<file path="src/hw/backend_macros.svh">
`ifndef BACKEND_MACROS_SVH
`define BACKEND_MACROS_SVH

`define XLEN       32   // Data path width
`define NUM_REGS   32   // Architectural registers, x0 included
`define ROB_DEPTH  16   // Power of two so pointers wrap freely
`define ROB_TAG_W  4    // log2 of ROB_DEPTH
`define MUL_STAGES 3    // Issue to done latency of the multiplier

`endif

</file>
<file path="src/hw/isa_pkg.sv">
`default_nettype none

package isa_pkg;

    // ALU operations after decode
    typedef enum logic [2:0] {
        OP_ADD,     // ADD and ADDI
        OP_SUB,
        OP_AND,
        OP_OR,
        OP_XOR,
        OP_SLT,     // Signed compare
        OP_NONE     // Unsupported encoding, result zero
    } alu_op_e;

    // Target execution unit
    typedef enum logic [1:0] {
        FU_ALU,
        FU_MUL,
        FU_DIV
    } fu_sel_e;

    // Dispatch holding slot
    typedef enum logic [1:0] {
        DS_EMPTY,   // Slot free, accepting
        DS_HELD     // Waiting on hazards or resources
    } disp_state_e;

endpackage

`default_nettype wire

</file>
<file path="src/hw/rob_pkg.sv">
`default_nettype none

`include "backend_macros.svh"

package rob_pkg;

    // Slot index, handed out at allocation and returned by every unit
    typedef logic [`ROB_TAG_W-1:0] rob_tag_t;

    // One bit wider than a tag so a full buffer is distinct from empty
    typedef logic [`ROB_TAG_W:0] rob_count_t;

endpackage

`default_nettype wire

</file>
<file path="src/hw/dispatch_ctrl.sv">
`timescale 1ns/1ps
`default_nettype none

`include "backend_macros.svh"

module dispatch_ctrl (
    input  wire                   clk,
    input  wire                   rst,
    input  wire                   flush,
    input  wire  [31:0]           inst,
    input  wire                   inst_valid,
    input  wire  [`NUM_REGS-1:0]  pending_mask,   // Registers with an uncommitted writer
    input  wire                   full,
    input  wire  rob_pkg::rob_tag_t alloc_tag,
    input  wire                   div_busy,
    input  wire  [`XLEN-1:0]      rs1_data,
    input  wire  [`XLEN-1:0]      rs2_data,
    output logic                  inst_ready,
    output logic [4:0]            rs1,
    output logic [4:0]            rs2,
    output logic                  alloc,
    output logic [4:0]            alloc_dest,
    output logic                  alloc_reg_write,
    output logic                  alu_issue,
    output isa_pkg::alu_op_e      alu_op,
    output logic                  mul_issue,
    output logic                  div_issue,
    output logic                  div_rem,        // REMU rather than DIVU
    output logic [`XLEN-1:0]      op_a,
    output logic [`XLEN-1:0]      op_b,
    output rob_pkg::rob_tag_t     issue_tag
);
    import isa_pkg::*;

    localparam logic [6:0] OPC_OP_IMM = 7'b0010011;
    localparam logic [6:0] OPC_OP     = 7'b0110011;
    localparam logic [6:0] F7_BASE    = 7'b0000000;
    localparam logic [6:0] F7_ALT     = 7'b0100000;   // SUB
    localparam logic [6:0] F7_MULDIV  = 7'b0000001;   // M extension

    disp_state_e state;
    logic [31:0] held;                  // Holding register
    fu_sel_e     fu;
    logic        writes;
    logic        use_rs1;
    logic        use_rs2;
    logic        is_imm;
    logic        can_issue;

    // Decode of the held word
    always_comb begin
        fu      = FU_ALU;
        alu_op  = OP_NONE;
        div_rem = 1'b0;
        writes  = 1'b0;
        use_rs1 = 1'b0;
        use_rs2 = 1'b0;
        is_imm  = 1'b0;
        if (held[6:0] == OPC_OP_IMM && held[14:12] == 3'b000) begin   // ADDI
            alu_op  = OP_ADD;
            writes  = 1'b1;
            use_rs1 = 1'b1;
            is_imm  = 1'b1;
        end else if (held[6:0] == OPC_OP) begin
            writes  = 1'b1;
            use_rs1 = 1'b1;
            use_rs2 = 1'b1;
            case ({held[31:25], held[14:12]})
                {F7_BASE, 3'b000}:   alu_op = OP_ADD;
                {F7_ALT, 3'b000}:    alu_op = OP_SUB;
                {F7_BASE, 3'b111}:   alu_op = OP_AND;
                {F7_BASE, 3'b110}:   alu_op = OP_OR;
                {F7_BASE, 3'b100}:   alu_op = OP_XOR;
                {F7_BASE, 3'b010}:   alu_op = OP_SLT;
                {F7_MULDIV, 3'b000}: fu = FU_MUL;
                {F7_MULDIV, 3'b101}: fu = FU_DIV;
                {F7_MULDIV, 3'b111}: begin
                    fu      = FU_DIV;
                    div_rem = 1'b1;
                end
                default: begin                   // Retire as a no-op
                    writes  = 1'b0;
                    use_rs1 = 1'b0;
                    use_rs2 = 1'b0;
                end
            endcase
        end
    end

    assign rs1             = held[19:15];
    assign rs2             = held[24:20];
    assign alloc_dest      = held[11:7];
    assign alloc_reg_write = writes && held[11:7] != 5'd0;   // x0 never marked pending

    assign can_issue = state == DS_HELD && !flush && !full
                     && !(use_rs1 && pending_mask[rs1])
                     && !(use_rs2 && pending_mask[rs2])
                     && !(fu == FU_DIV && div_busy);

    assign inst_ready = state == DS_EMPTY;
    assign alloc      = can_issue;
    assign alu_issue  = can_issue && fu == FU_ALU;
    assign mul_issue  = can_issue && fu == FU_MUL;
    assign div_issue  = can_issue && fu == FU_DIV;
    assign issue_tag  = alloc_tag;       // Tail slot goes with the issue
    assign op_a       = rs1_data;
    assign op_b       = is_imm ? {{(`XLEN-12){held[31]}}, held[31:20]} : rs2_data;

    always_ff @(posedge clk or posedge rst) begin
        if (rst) begin
            state <= DS_EMPTY;
        end else if (flush) begin
            state <= DS_EMPTY;           // Drop the held instruction
        end else begin
            case (state)
                DS_EMPTY: if (inst_valid) state <= DS_HELD;
                DS_HELD:  if (can_issue) state <= DS_EMPTY;
                default:  state <= DS_EMPTY;
            endcase
        end
    end

    always_ff @(posedge clk) begin
        if (state == DS_EMPTY && inst_valid) begin
            held <= inst;
        end
    end

endmodule

`default_nettype wire

</file>
<file path="config.mk">
export PLATFORM = sky130hd
export DESIGN_NAME = dispatch_ctrl
export DESIGN_NICKNAME = d
export VERILOG_FILES = /design/src/hw/isa_pkg.sv /design/src/hw/rob_pkg.sv /design/src/hw/dispatch_ctrl.sv
export VERILOG_INCLUDE_DIRS = /design/src /design/src/hw
export SDC_FILE = /design/constraint.sdc
export NUM_CORES = 1
export LEC_CHECK = 0
export ABC_CLOCK_PERIOD_IN_PS = 7300
export BUFFER_PORTS_ARGS = -buffer_cell sky130_fd_sc_hd__buf_4
export CELL_PAD_IN_SITES_DETAIL_PLACEMENT = 1
export CELL_PAD_IN_SITES_GLOBAL_PLACEMENT = 1
export CORE_MARGIN = 2
export CORE_UTILIZATION = 28
export DETAILED_ROUTE_END_ITERATION = 8
export GPL_TIMING_DRIVEN = 0
export PLACE_DENSITY = 0.87
export SYNTH_ARGS = -nofsm -noshare
export SYNTH_HDL_FRONTEND = slang
export SYNTH_SLANG_ARGS = --single-unit
</file>
<file path="constraint.sdc">
create_clock -name clk -period 7.3 [get_ports clk]
set_clock_uncertainty 0.05 [all_clocks]
set_input_delay 2.19 -clock clk [delete_from_list [all_inputs] [get_ports clk]]
set_output_delay 2.19 -clock clk [all_outputs]
set_load 0.02 [all_outputs]
</file>
==> metrics.cfg, run 1 <==
[outcome]
status = completed

[sta]
period_needed_ns = 6.24
rsz0062_at_grt = no
final_max_slew_viol_count = 0
hold_violations = 0
slew-limit-headroom_pct = 39.4
clock.fmax_mhz = 160
tns_ns = 0
fin_crit_sh_pct = 85.5
tightestPinTransition_ns = 0.907
finalSetupViolations = 0

[logic_synthesis]
synth-edff-count = 32
ys.flop_type = edfxtp_1
netlist.area_leader.share_pct = 37.0
yosys.area.top_type = edfxtp_1
syn_nets = 374
ys_seq_area_share_pct = 38.0
synth.top_cells.by_count = buf_4 (51), edfxtp_1 (32), a21o_1 (21)
synth.distinct_cells = 42
synthTopCellsByArea = edfxtp_1 (37%), buf_4 (15%), mux2i_1 (7.3%), mux4_1 (7.1%), a21o_1 (6.1%)
synth_cells = 236
synthArstFlopShare_pct = 3.03
yosys_warnings = 0
synth_area_sq_um = 2590
synth.most_common_cell = buf_4
avgSynthCellArea_sq_um = 11.0
synth-seq-cells = 33

[power]
power.leakage_nw = 2.15
p_per_area_nw_per_um2 = 138
p_seq_share_pct = 39.1
clockPowerShare_pct = 28.5
switchingPower_uw = 161
sw_frac_of_total_pct = 27.2
pwr-share-comb_pct = 32.4
ir_drop_mv = 0.138
p_int_uw = 432
power.total_uw = 593

[grt]
overflow = 0
grt_antenna_before_repair = 0
grt_pass1_wl_mm = 14.1
grt_util_all_layers_pct = 17.7
grt_max_degree = 33
grt_pass1_vias = 2788

[route]
drt-total-wl_mm = 9.56
via_count = 2576
wl_per_cell_um = 17.4
via_per_inst = 4.69
ant_nets = 0
drt_pass1_iterations = 4
drt_iter0_drc = 45
drc = 0

[clock_network]
root_buffer = clkbuf_8
cts_hold_buf = 0
clk_latency_ns = 0.28
cts_tree = yes
cts.clk_slew.worst_paths_ns = 0.07
clockBufferDepth = 2
cts.htree.levels = 2
cts_sinks = 33
numCtsBuffers = 5
cts.repair.resized = 0
post_cts_buffers = 0

[flow_run]
max-cap-violations = 0

[die]
ios = 231
rows = 35
start_util_pct = 28.5
die-area_sq_um = 10000
fp.dieH_um = 100
die_w_um = 100
core-area_sq_um = 9110

[place]
dp_cells = 541
placement.io_buffers = 194
post_dp_cell_area_sq_um = 4200
dp.final_hpwl_mm = 8.04
place.gp.congestion = 0.723

[worst_setup_path]
cp_data_required_time_ns = 5.06
worst-setup-path-type = input port to output pin
crit_arrival_ns = 4.00
path_max_fanout = 5
worst_setup_path_start_kind = input port
crit_path_end_kind = output pin

[final_layout]
fin_cells = 549
synthToLayoutAreaGrowth_pct = 65.9
stdcell_area_sq_um = 4300
n_antenna_cell = 0
fin_nets = 575
drive_gt1_share_pct = 62.6

[worst_hold_path]
hp-class = register to register

==> metal layers <==
layer,part of all wire [%],up-vias,global-route usage (%),wire [um]
li1,-,1229,-,-
met1,36,1193,19.2,3400
met2,54,142,34.0,5130
met3,9.1,12,4.53,866
met4,1.7,0,4.53,162
met5,0,-,0,0
==> kinds of logic (layout without fill, tap and decap cells) <==
group | after synthesis | in the layout | share of synthesized area [%]
AO/OA/AOI/OAI | 46 | 46 | 13.0
AND/OR/NAND/NOR | 51 | 51 | 10.6
adder cells (fa/ha/maj) | 1 | 1 | 0.386
buffers and inverters | 67 | 269 | 17.9
flip-flops | 33 | 33 | 38.0
multiplexers | 38 | 38 | 20.1
==> critical path, stage by stage <==
cell      delay (ns)
buf_4           0.11
mux4_1          0.51
mux4_2          0.49
nor2_2          0.11
a311oi_2        0.09
nor3b_1         0.29
buf_4           0.20
==> worst paths after layout <==
| check | from | endpoint | slack [ns] | depth (start not counted) |
|---|---|---|---|---|
| max in group asynchronous | rst | state[0] | 5.42 | 2 |
| min | state[0] | state[0] | 0.69 | 3 |
| min in group asynchronous | rst | state[0] | 1.69 | 2 |
| max reg2reg | held[21] | state[0] | 4.98 | 6 |
| min reg2reg | state[0] | state[0] | 0.69 | 3 |
| max | pending_mask[5] | alu_issue | 1.06 | 7 |
==> power by group through the flow <==
stage	clock network (mW)	logic, mW	registers, mW
finish	0.169	0.192	0.232
global route	0.179	0.205	0.233
CTS	0.172	0.194	0.232
detailed placement	0	0.193	0.236
global placement	0	0.188	0.235
floorplan	0	0.0997	0.232
==> area by class of cell <==
cell class / count / area [sq um]
clock inverters: 2 / 33.8
clock buffers: 6 / 72.6
fillers: 1072 / 4810
well taps: 111 / 139
plain buffers: 61 / 442
flip-flops and latches: 33 / 986
inverters: 6 / 22.5
repair buffers: 194 / 1460
multi-input cells: 136 / 1150
==> per-stage QoR <==
step                      hold slack [ns]  setup WS (ns)  utilization [%]
after floorplan                     0.556           1.19                -
after global placement              0.618           1.09             46.0
after detailed placement            0.687           1.08             46.1
after CTS                           0.697           1.08             47.2
after global routing                0.734           1.03             47.2
final                               0.690           1.06             47.2
==> registers in the layout, summed over array words and instances (netlist names) <==
name	count
held	32
state	1
==> cells in the final DEF (no fill, tap or decap), types with 2 or more instances in the layout <==
cell type and count:
or3_1 3, buf_6 2, clkbuf_1 4, a21oi_1 6, nor3b_1 2, nor2_1 8
or2_1 2, nor4_1 2, buf_2 5, o21a_1 2, mux2_2 11, nor2b_1 3
a21o_1 21, nand3_1 7, buf_4 245, and2_1 2, mux4_1 7, a22oi_1 4
inv_1 6, nor3_1 2, nand2b_1 3, mux2i_1 19, o21ai_0 3, o31a_1 3
clkbuf_8 5, nand2_1 10, edfxtp_1 32
Power figures use the tool's default switching activity.
==> run 2: changes to the inputs <==
Settings changed: ABC_CLOCK_PERIOD_IN_PS 7300 to 5400, CORE_UTILIZATION 28 to 24, PLACE_DENSITY 0.87 to 0.79.
Clock period 7.3 ns to 5.4 ns, I/O delays scaled along.
==> run 2 against run 1 <==
Global-route usage is 2.7 points lower. Register-to-register slack worse by 1.9 ns. Clock power is 8% higher. Flip-flop and latch count stayed put. Worst setup slack worse by 0.74 ns.
==> metrics.cfg, run 2 (synthesis results as in run 1) <==
[sta]
rsz0062_at_grt = no
tightestPinTransition_ns = 0.917  ; +0.0102 ns
hold_violations = 0  ; unchanged
period_needed_ns = 5.08
slew-limit-headroom_pct = 38.7  ; -0.68 points
fin_crit_sh_pct = 94.1
clock.fmax_mhz = 197
holdWs_ns = 0.687  ; -0.00258 ns
finalSetupViolations = 0  ; unchanged
setup_slack_ns = 0.316  ; -0.743 ns
tns_ns = 0  ; unchanged
final_max_slew_viol_count = 0  ; unchanged

[die]
ios = 231  ; unchanged
fp.dieH_um = 108  ; +7.7%
die-area_sq_um = 11700  ; +16%
start_util_pct = 24.9  ; -3.6 points
rows = 37  ; +5.7%
die_w_um = 108  ; +7.7%
core-area_sq_um = 10400  ; +14%

[power]
power.total_uw = 753  ; +27%
clockPowerShare_pct = 24.1  ; -4.4 points
ir_drop_mv = 0.146  ; +5.2%
p_seq_share_pct = 41.6  ; +2.5 points
power.leakage_nw = 2.14  ; -0.41%
sw_frac_of_total_pct = 28.8  ; +1.6 points
p_per_area_nw_per_um2 = 175  ; +27%
switchingPower_uw = 217  ; +34%
pwr-share-comb_pct = 34.3  ; +1.9 points
p_int_uw = 536  ; +24%

[place]
post_dp_cell_area_sq_um = 4230  ; +0.75%
dp_cells = 566  ; +4.6%
place_ws_ns = 0.313  ; -0.764 ns
place.gp.congestion = 0.806  ; +12%
placement.io_buffers = 194  ; unchanged
dp.final_hpwl_mm = 7.90  ; -1.7%

[final_layout]
regMostFlops = held
top_regs = held (32), state (1)
fin_nets = 575  ; unchanged
fin_cells = 574  ; +4.6%
largest_reg_flops = 32  ; unchanged
layout_common_cells = buf_4 (245), edfxtp_1 (32), a21o_1 (21), mux2i_1 (19), mux2_2 (11)
stdcell_area_sq_um = 4310  ; +0.26%
multi_input_area_sq_um = 1150  ; unchanged
n_antenna_cell = 0  ; unchanged
synthToLayoutAreaGrowth_pct = 66.3
post-route-util_pct = 41.4  ; -5.8 points
regArea_sq_um = 986  ; unchanged
final_common_cell = buf_4
fillers = 1232  ; +15%
drive_gt1_share_pct = 63.0  ; +0.46 points

[clock_network]
cts.clk_slew.worst_paths_ns = 0.07  ; about the same
cts_hold_buf = 0  ; unchanged
cts_tree = yes
cts.htree.levels = 2  ; unchanged
root_buffer = clkbuf_8
post_cts_buffers = 0  ; unchanged
numCtsBuffers = 5  ; unchanged
clk_latency_ns = 0.28  ; about the same
cts.repair.resized = 0  ; unchanged
clockBufferDepth = 2  ; unchanged
cts_sinks = 33  ; unchanged

[worst_setup_path]
cp_data_required_time_ns = 3.73  ; -1.33 ns
path_max_fanout = 5  ; unchanged
worst-setup-path-type = input port to output pin
crit_arrival_ns = 3.41  ; -0.59 ns
reg2reg_slack_ns = 3.06  ; -1.92 ns
crit_path_end_kind = output pin
worst_setup_path_start_kind = input port

[worst_hold_path]
hp-class = register to register

[route]
wl_per_cell_um = 16.3  ; -6.4%
via_per_inst = 4.52  ; -3.7%
drt_pass1_iterations = 4  ; unchanged
ant_nets = 0  ; unchanged
via_count = 2593  ; +0.66%
drt-total-wl_mm = 9.36  ; -2.1%
drc = 0  ; unchanged
drt_iter0_drc = 83  ; +84%

[grt]
grt_pass1_wl_mm = 13.8  ; -2.1%
grt_antenna_before_repair = 0  ; unchanged
grt_max_degree = 33  ; unchanged
grt_util_all_layers_pct = 15.1  ; -2.7 points
grt_pass1_vias = 2632  ; -5.6%
overflow = 0  ; unchanged

[outcome]
status = completed

[flow_run]
max-cap-violations = 0  ; unchanged

run 2: metal layers:
metal  track usage [%]  part of all wire (%)
met4              3.48                   1.3
met2              27.4                    52
met5                 0                     0
met1              17.2                    36
met3              4.70                    10
run 2: worst max-delay path, stage by stage:
cell and delay, ns:
buf_4 0.11, mux4_1 0.52, mux4_2 0.49, nor2_2 0.11
a311oi_2 0.09, and4bb_1 0.32, buf_4 0.15
run 2: cell type report:
cell class / count / area share (%)
Sequential cell: 33 / 22.9
Clock buffer: 5 / 1.60
Buffer: 61 / 10.2
Multi-Input combinational cell: 136 / 26.7
Clock inverter: 3 / 0.406
Inverter: 6 / 0.522
Timing Repair Buffer: 194 / 33.8
Tap cell: 136 / 3.94
run 2: final timing paths:
| path | from | endpoint | cells after the start |
|---|---|---|---|
| max reg2reg | held[21] | state[0] | 6 |
| max | pending_mask[1] | mul_issue | 7 |
| min reg2reg | state[0] | state[0] | 3 |
| min | state[0] | state[0] | 3 |
| min in group asynchronous | rst | state[0] | 2 |
| max in group asynchronous | rst | state[0] | 2 |
run 2: power groups by stage:
stage	sequential, mW	clock [mW]	combinational, mW
after global placement	0.318	0	0.255
after global routing	0.315	0.204	0.277
final	0.313	0.182	0.258
after detailed placement	0.319	0	0.260
after floorplan	0.314	0	0.135
after CTS	0.313	0.191	0.261
==> run 3: changes to the inputs <==
Settings changed: REMOVE_ABC_BUFFERS set to 1.
==> run 3 against run 2 <==
Non-clock buffer count decreased by 97. Count of clock-buffer cells in the layout unchanged. Combinational power decreased by 29%. Sequential share of layout area increased by 4.5 points. Critical path depth unchanged. Cell count decreased by 17%. Highest routed layer is now met5. Die area unchanged. Worst setup slack got worse by 0.0032 ns. Global-route usage increased by 1.6 points. Core utilization decreased by 6.8 points.
==> metrics.cfg, run 3 (synthesis results as in run 1) <==
[worst_setup_path]
cp_num_cells = 7  ; unchanged
slowest_delay_ns = 0.52  ; about the same
timing.rr.end = state[0]
worst_setup_path_start_kind = input port
crit_path_end_kind = output pin
r2r_start = held[20]
cp_data_required_time_ns = 3.73  ; about the same
cp_slowest_cell = mux4_1
worst-setup-path-type = input port to output pin
crit_family = multiplexers
startpoint = pending_mask[1]
cp_num_buf_inv = 2  ; unchanged
critical_path.endpoint = mul_issue
reg2regPathDepth = 5  ; -1
cpMostUsedCell = buf_4
worstPathCellList = buf_4, mux4_1, mux4_2, nor2_2, a311oi_2, and4bb_1, buf_4
path_max_fanout = 5  ; unchanged
crit_arrival_ns = 3.42  ; about the same
reg2reg_slack_ns = 2.81  ; -0.25 ns

[clock_network]
root_buffer = clkbuf_8
cts.clk_slew.worst_paths_ns = 0.07  ; about the same
cts.htree.levels = 2  ; unchanged
numCtsBuffers = 5  ; unchanged
post_cts_buffers = 0  ; unchanged
clk_latency_ns = 0.29  ; about the same
cts_tree = yes
cts_sinks = 33  ; unchanged
clockBufferDepth = 2  ; unchanged

[place]
place.gp.congestion = 0.762  ; -5.5%
dp.final_hpwl_mm = 8.42  ; +6.6%
place_ws_ns = 0.241  ; -0.0721 ns
placement.io_buffers = 158  ; -19%

[final_layout]
fin_nets = 478  ; -17%
top_regs = held (32), state (1)
final_common_cell = buf_4
n_antenna_cell = 0  ; unchanged
regMostFlops = held
layout_common_cells = buf_4 (158), edfxtp_1 (32), a21o_1 (21), mux2i_1 (19), mux2_2 (11)
drive_gt1_share_pct = 53.7  ; -9.3 points
largest_reg_flops = 32  ; unchanged
synthToLayoutAreaGrowth_pct = 39.0

[sta]
tightestPinTransition_ns = 1.22  ; +0.307 ns
slew-limit-headroom_pct = 18.4  ; -20 points
setup_slack_ns = 0.313  ; -0.00318 ns
clock.fmax_mhz = 197  ; about the same
tns_ns = 0  ; unchanged
rsz0062_at_grt = no
period_needed_ns = 5.09  ; +0.00318 ns
finalSetupViolations = 0  ; unchanged
fin_crit_sh_pct = 94.2  ; about the same
hold_violations = 0  ; unchanged
final_max_slew_viol_count = 0  ; unchanged

[power]
ir_drop_mv = 0.130  ; -11%
power.leakage_nw = 1.69  ; -21%
p_per_area_nw_per_um2 = 190  ; +8.9%

[grt]
grtUsageMet2_pct = 24.2  ; -3.2 points
grt_pass1_wl_mm = 14.3  ; +3.0%
grt_pass1_vias = 2437  ; -7.4%
met1_usage_pct = 19.6  ; +2.4 points
grt_antenna_before_repair = 0  ; unchanged
busiest_layer = met2
use_met3_pct = 11.4  ; +6.7 points
overflow = 0  ; unchanged
grt_max_degree = 37  ; +12%
grt_util_all_layers_pct = 16.7  ; +1.6 points

[die]
ios = 231  ; unchanged
die_w_um = 108  ; unchanged
rows = 37  ; unchanged
start_util_pct = 24.9  ; unchanged
die-area_sq_um = 11700  ; unchanged
core-area_sq_um = 10400  ; unchanged
fp.dieH_um = 108  ; unchanged

[route]
wl_per_cell_um = 21.4  ; +31%
drt_pass1_iterations = 4  ; unchanged
via_per_inst = 4.85  ; +7.4%
drt-total-wl_mm = 10.2  ; +9.2%
drt_iter0_drc = 106  ; +28%
drc = 0  ; unchanged
via_count = 2315  ; -11%
ant_nets = 0  ; unchanged

[flow_run]
max-cap-violations = 0  ; unchanged

[outcome]
status = completed

[worst_hold_path]
hp-class = register to register

-- run 3: metal layers --
layer  vias up  wire length (um)
met5         -                69
met4         2               223
met3        20              1490
met2       159              4520
met1      1101              3920
li1       1033                 -
-- run 3: area by class of cell --
| cell class | count | area, sq um |
|---|---|---|
| Inverter | 6 | 22.5 |
| Timing Repair Buffer | 158 | 1190 |
| Multi-Input combinational cell | 136 | 1150 |
| Fill cell | 1187 | 6810 |
| Clock buffer | 5 | 68.8 |
| Tap cell | 136 | 170 |
| Clock inverter | 3 | 17.5 |
| Sequential cell | 33 | 986 |
-- run 3: worst min-delay path, delay by kind of cell (launching register included) --
family | cells | cell delay [ns]
AO/OA/AOI/OAI | 1 | 0.10
flip-flops | 1 | 0.42
AND/OR/NAND/NOR | 2 | 0.17
-- run 3: power breakdown --
| group | switching, mW | internal [mW] | leakage (nW) |
|---|---|---|---|
| clock | 0.0946 | 0.0889 | 0.0439 |
| combinational | 0.0766 | 0.106 | 1.33 |
| sequential | 0.0194 | 0.300 | 0.318 |
-- run 3: worst min path at each step --
stage / from / endpoint / cells after the start
after floorplan: state[0] / state[0] / 3
after global placement: state[0] / state[0] / 3
after detailed placement: state[0] / state[0] / 3
after CTS: state[0] / state[0] / 3
after global routing: state[0] / state[0] / 3
final: state[0] / state[0] / 3
-- run 3: what timing repair did --
| action | 4_1_cts | 5_1_grt |
|---|---|---|
| endpoints found under the hold margin | 0 | 0 |
| hold buffers | 0 | 0 |
| gates resized for setup | 1 | 0 |
| endpoints found under the setup margin | 21 | 0 |
-- run 3: metrics by stage --
stage	area (sq um)	hold slack [ns]	power, mW	cells	utilization, %
2_1_floorplan	2150	0.556	0.400	175	-
6_report	3600	0.671	0.685	477	34.6
5_1_grt	3600	0.733	0.722	477	34.6
4_1_cts	3600	0.688	0.697	477	34.6
3_5_place_dp	3520	0.674	0.509	469	33.8
3_3_place_gp	3510	0.625	0.503	469	33.7
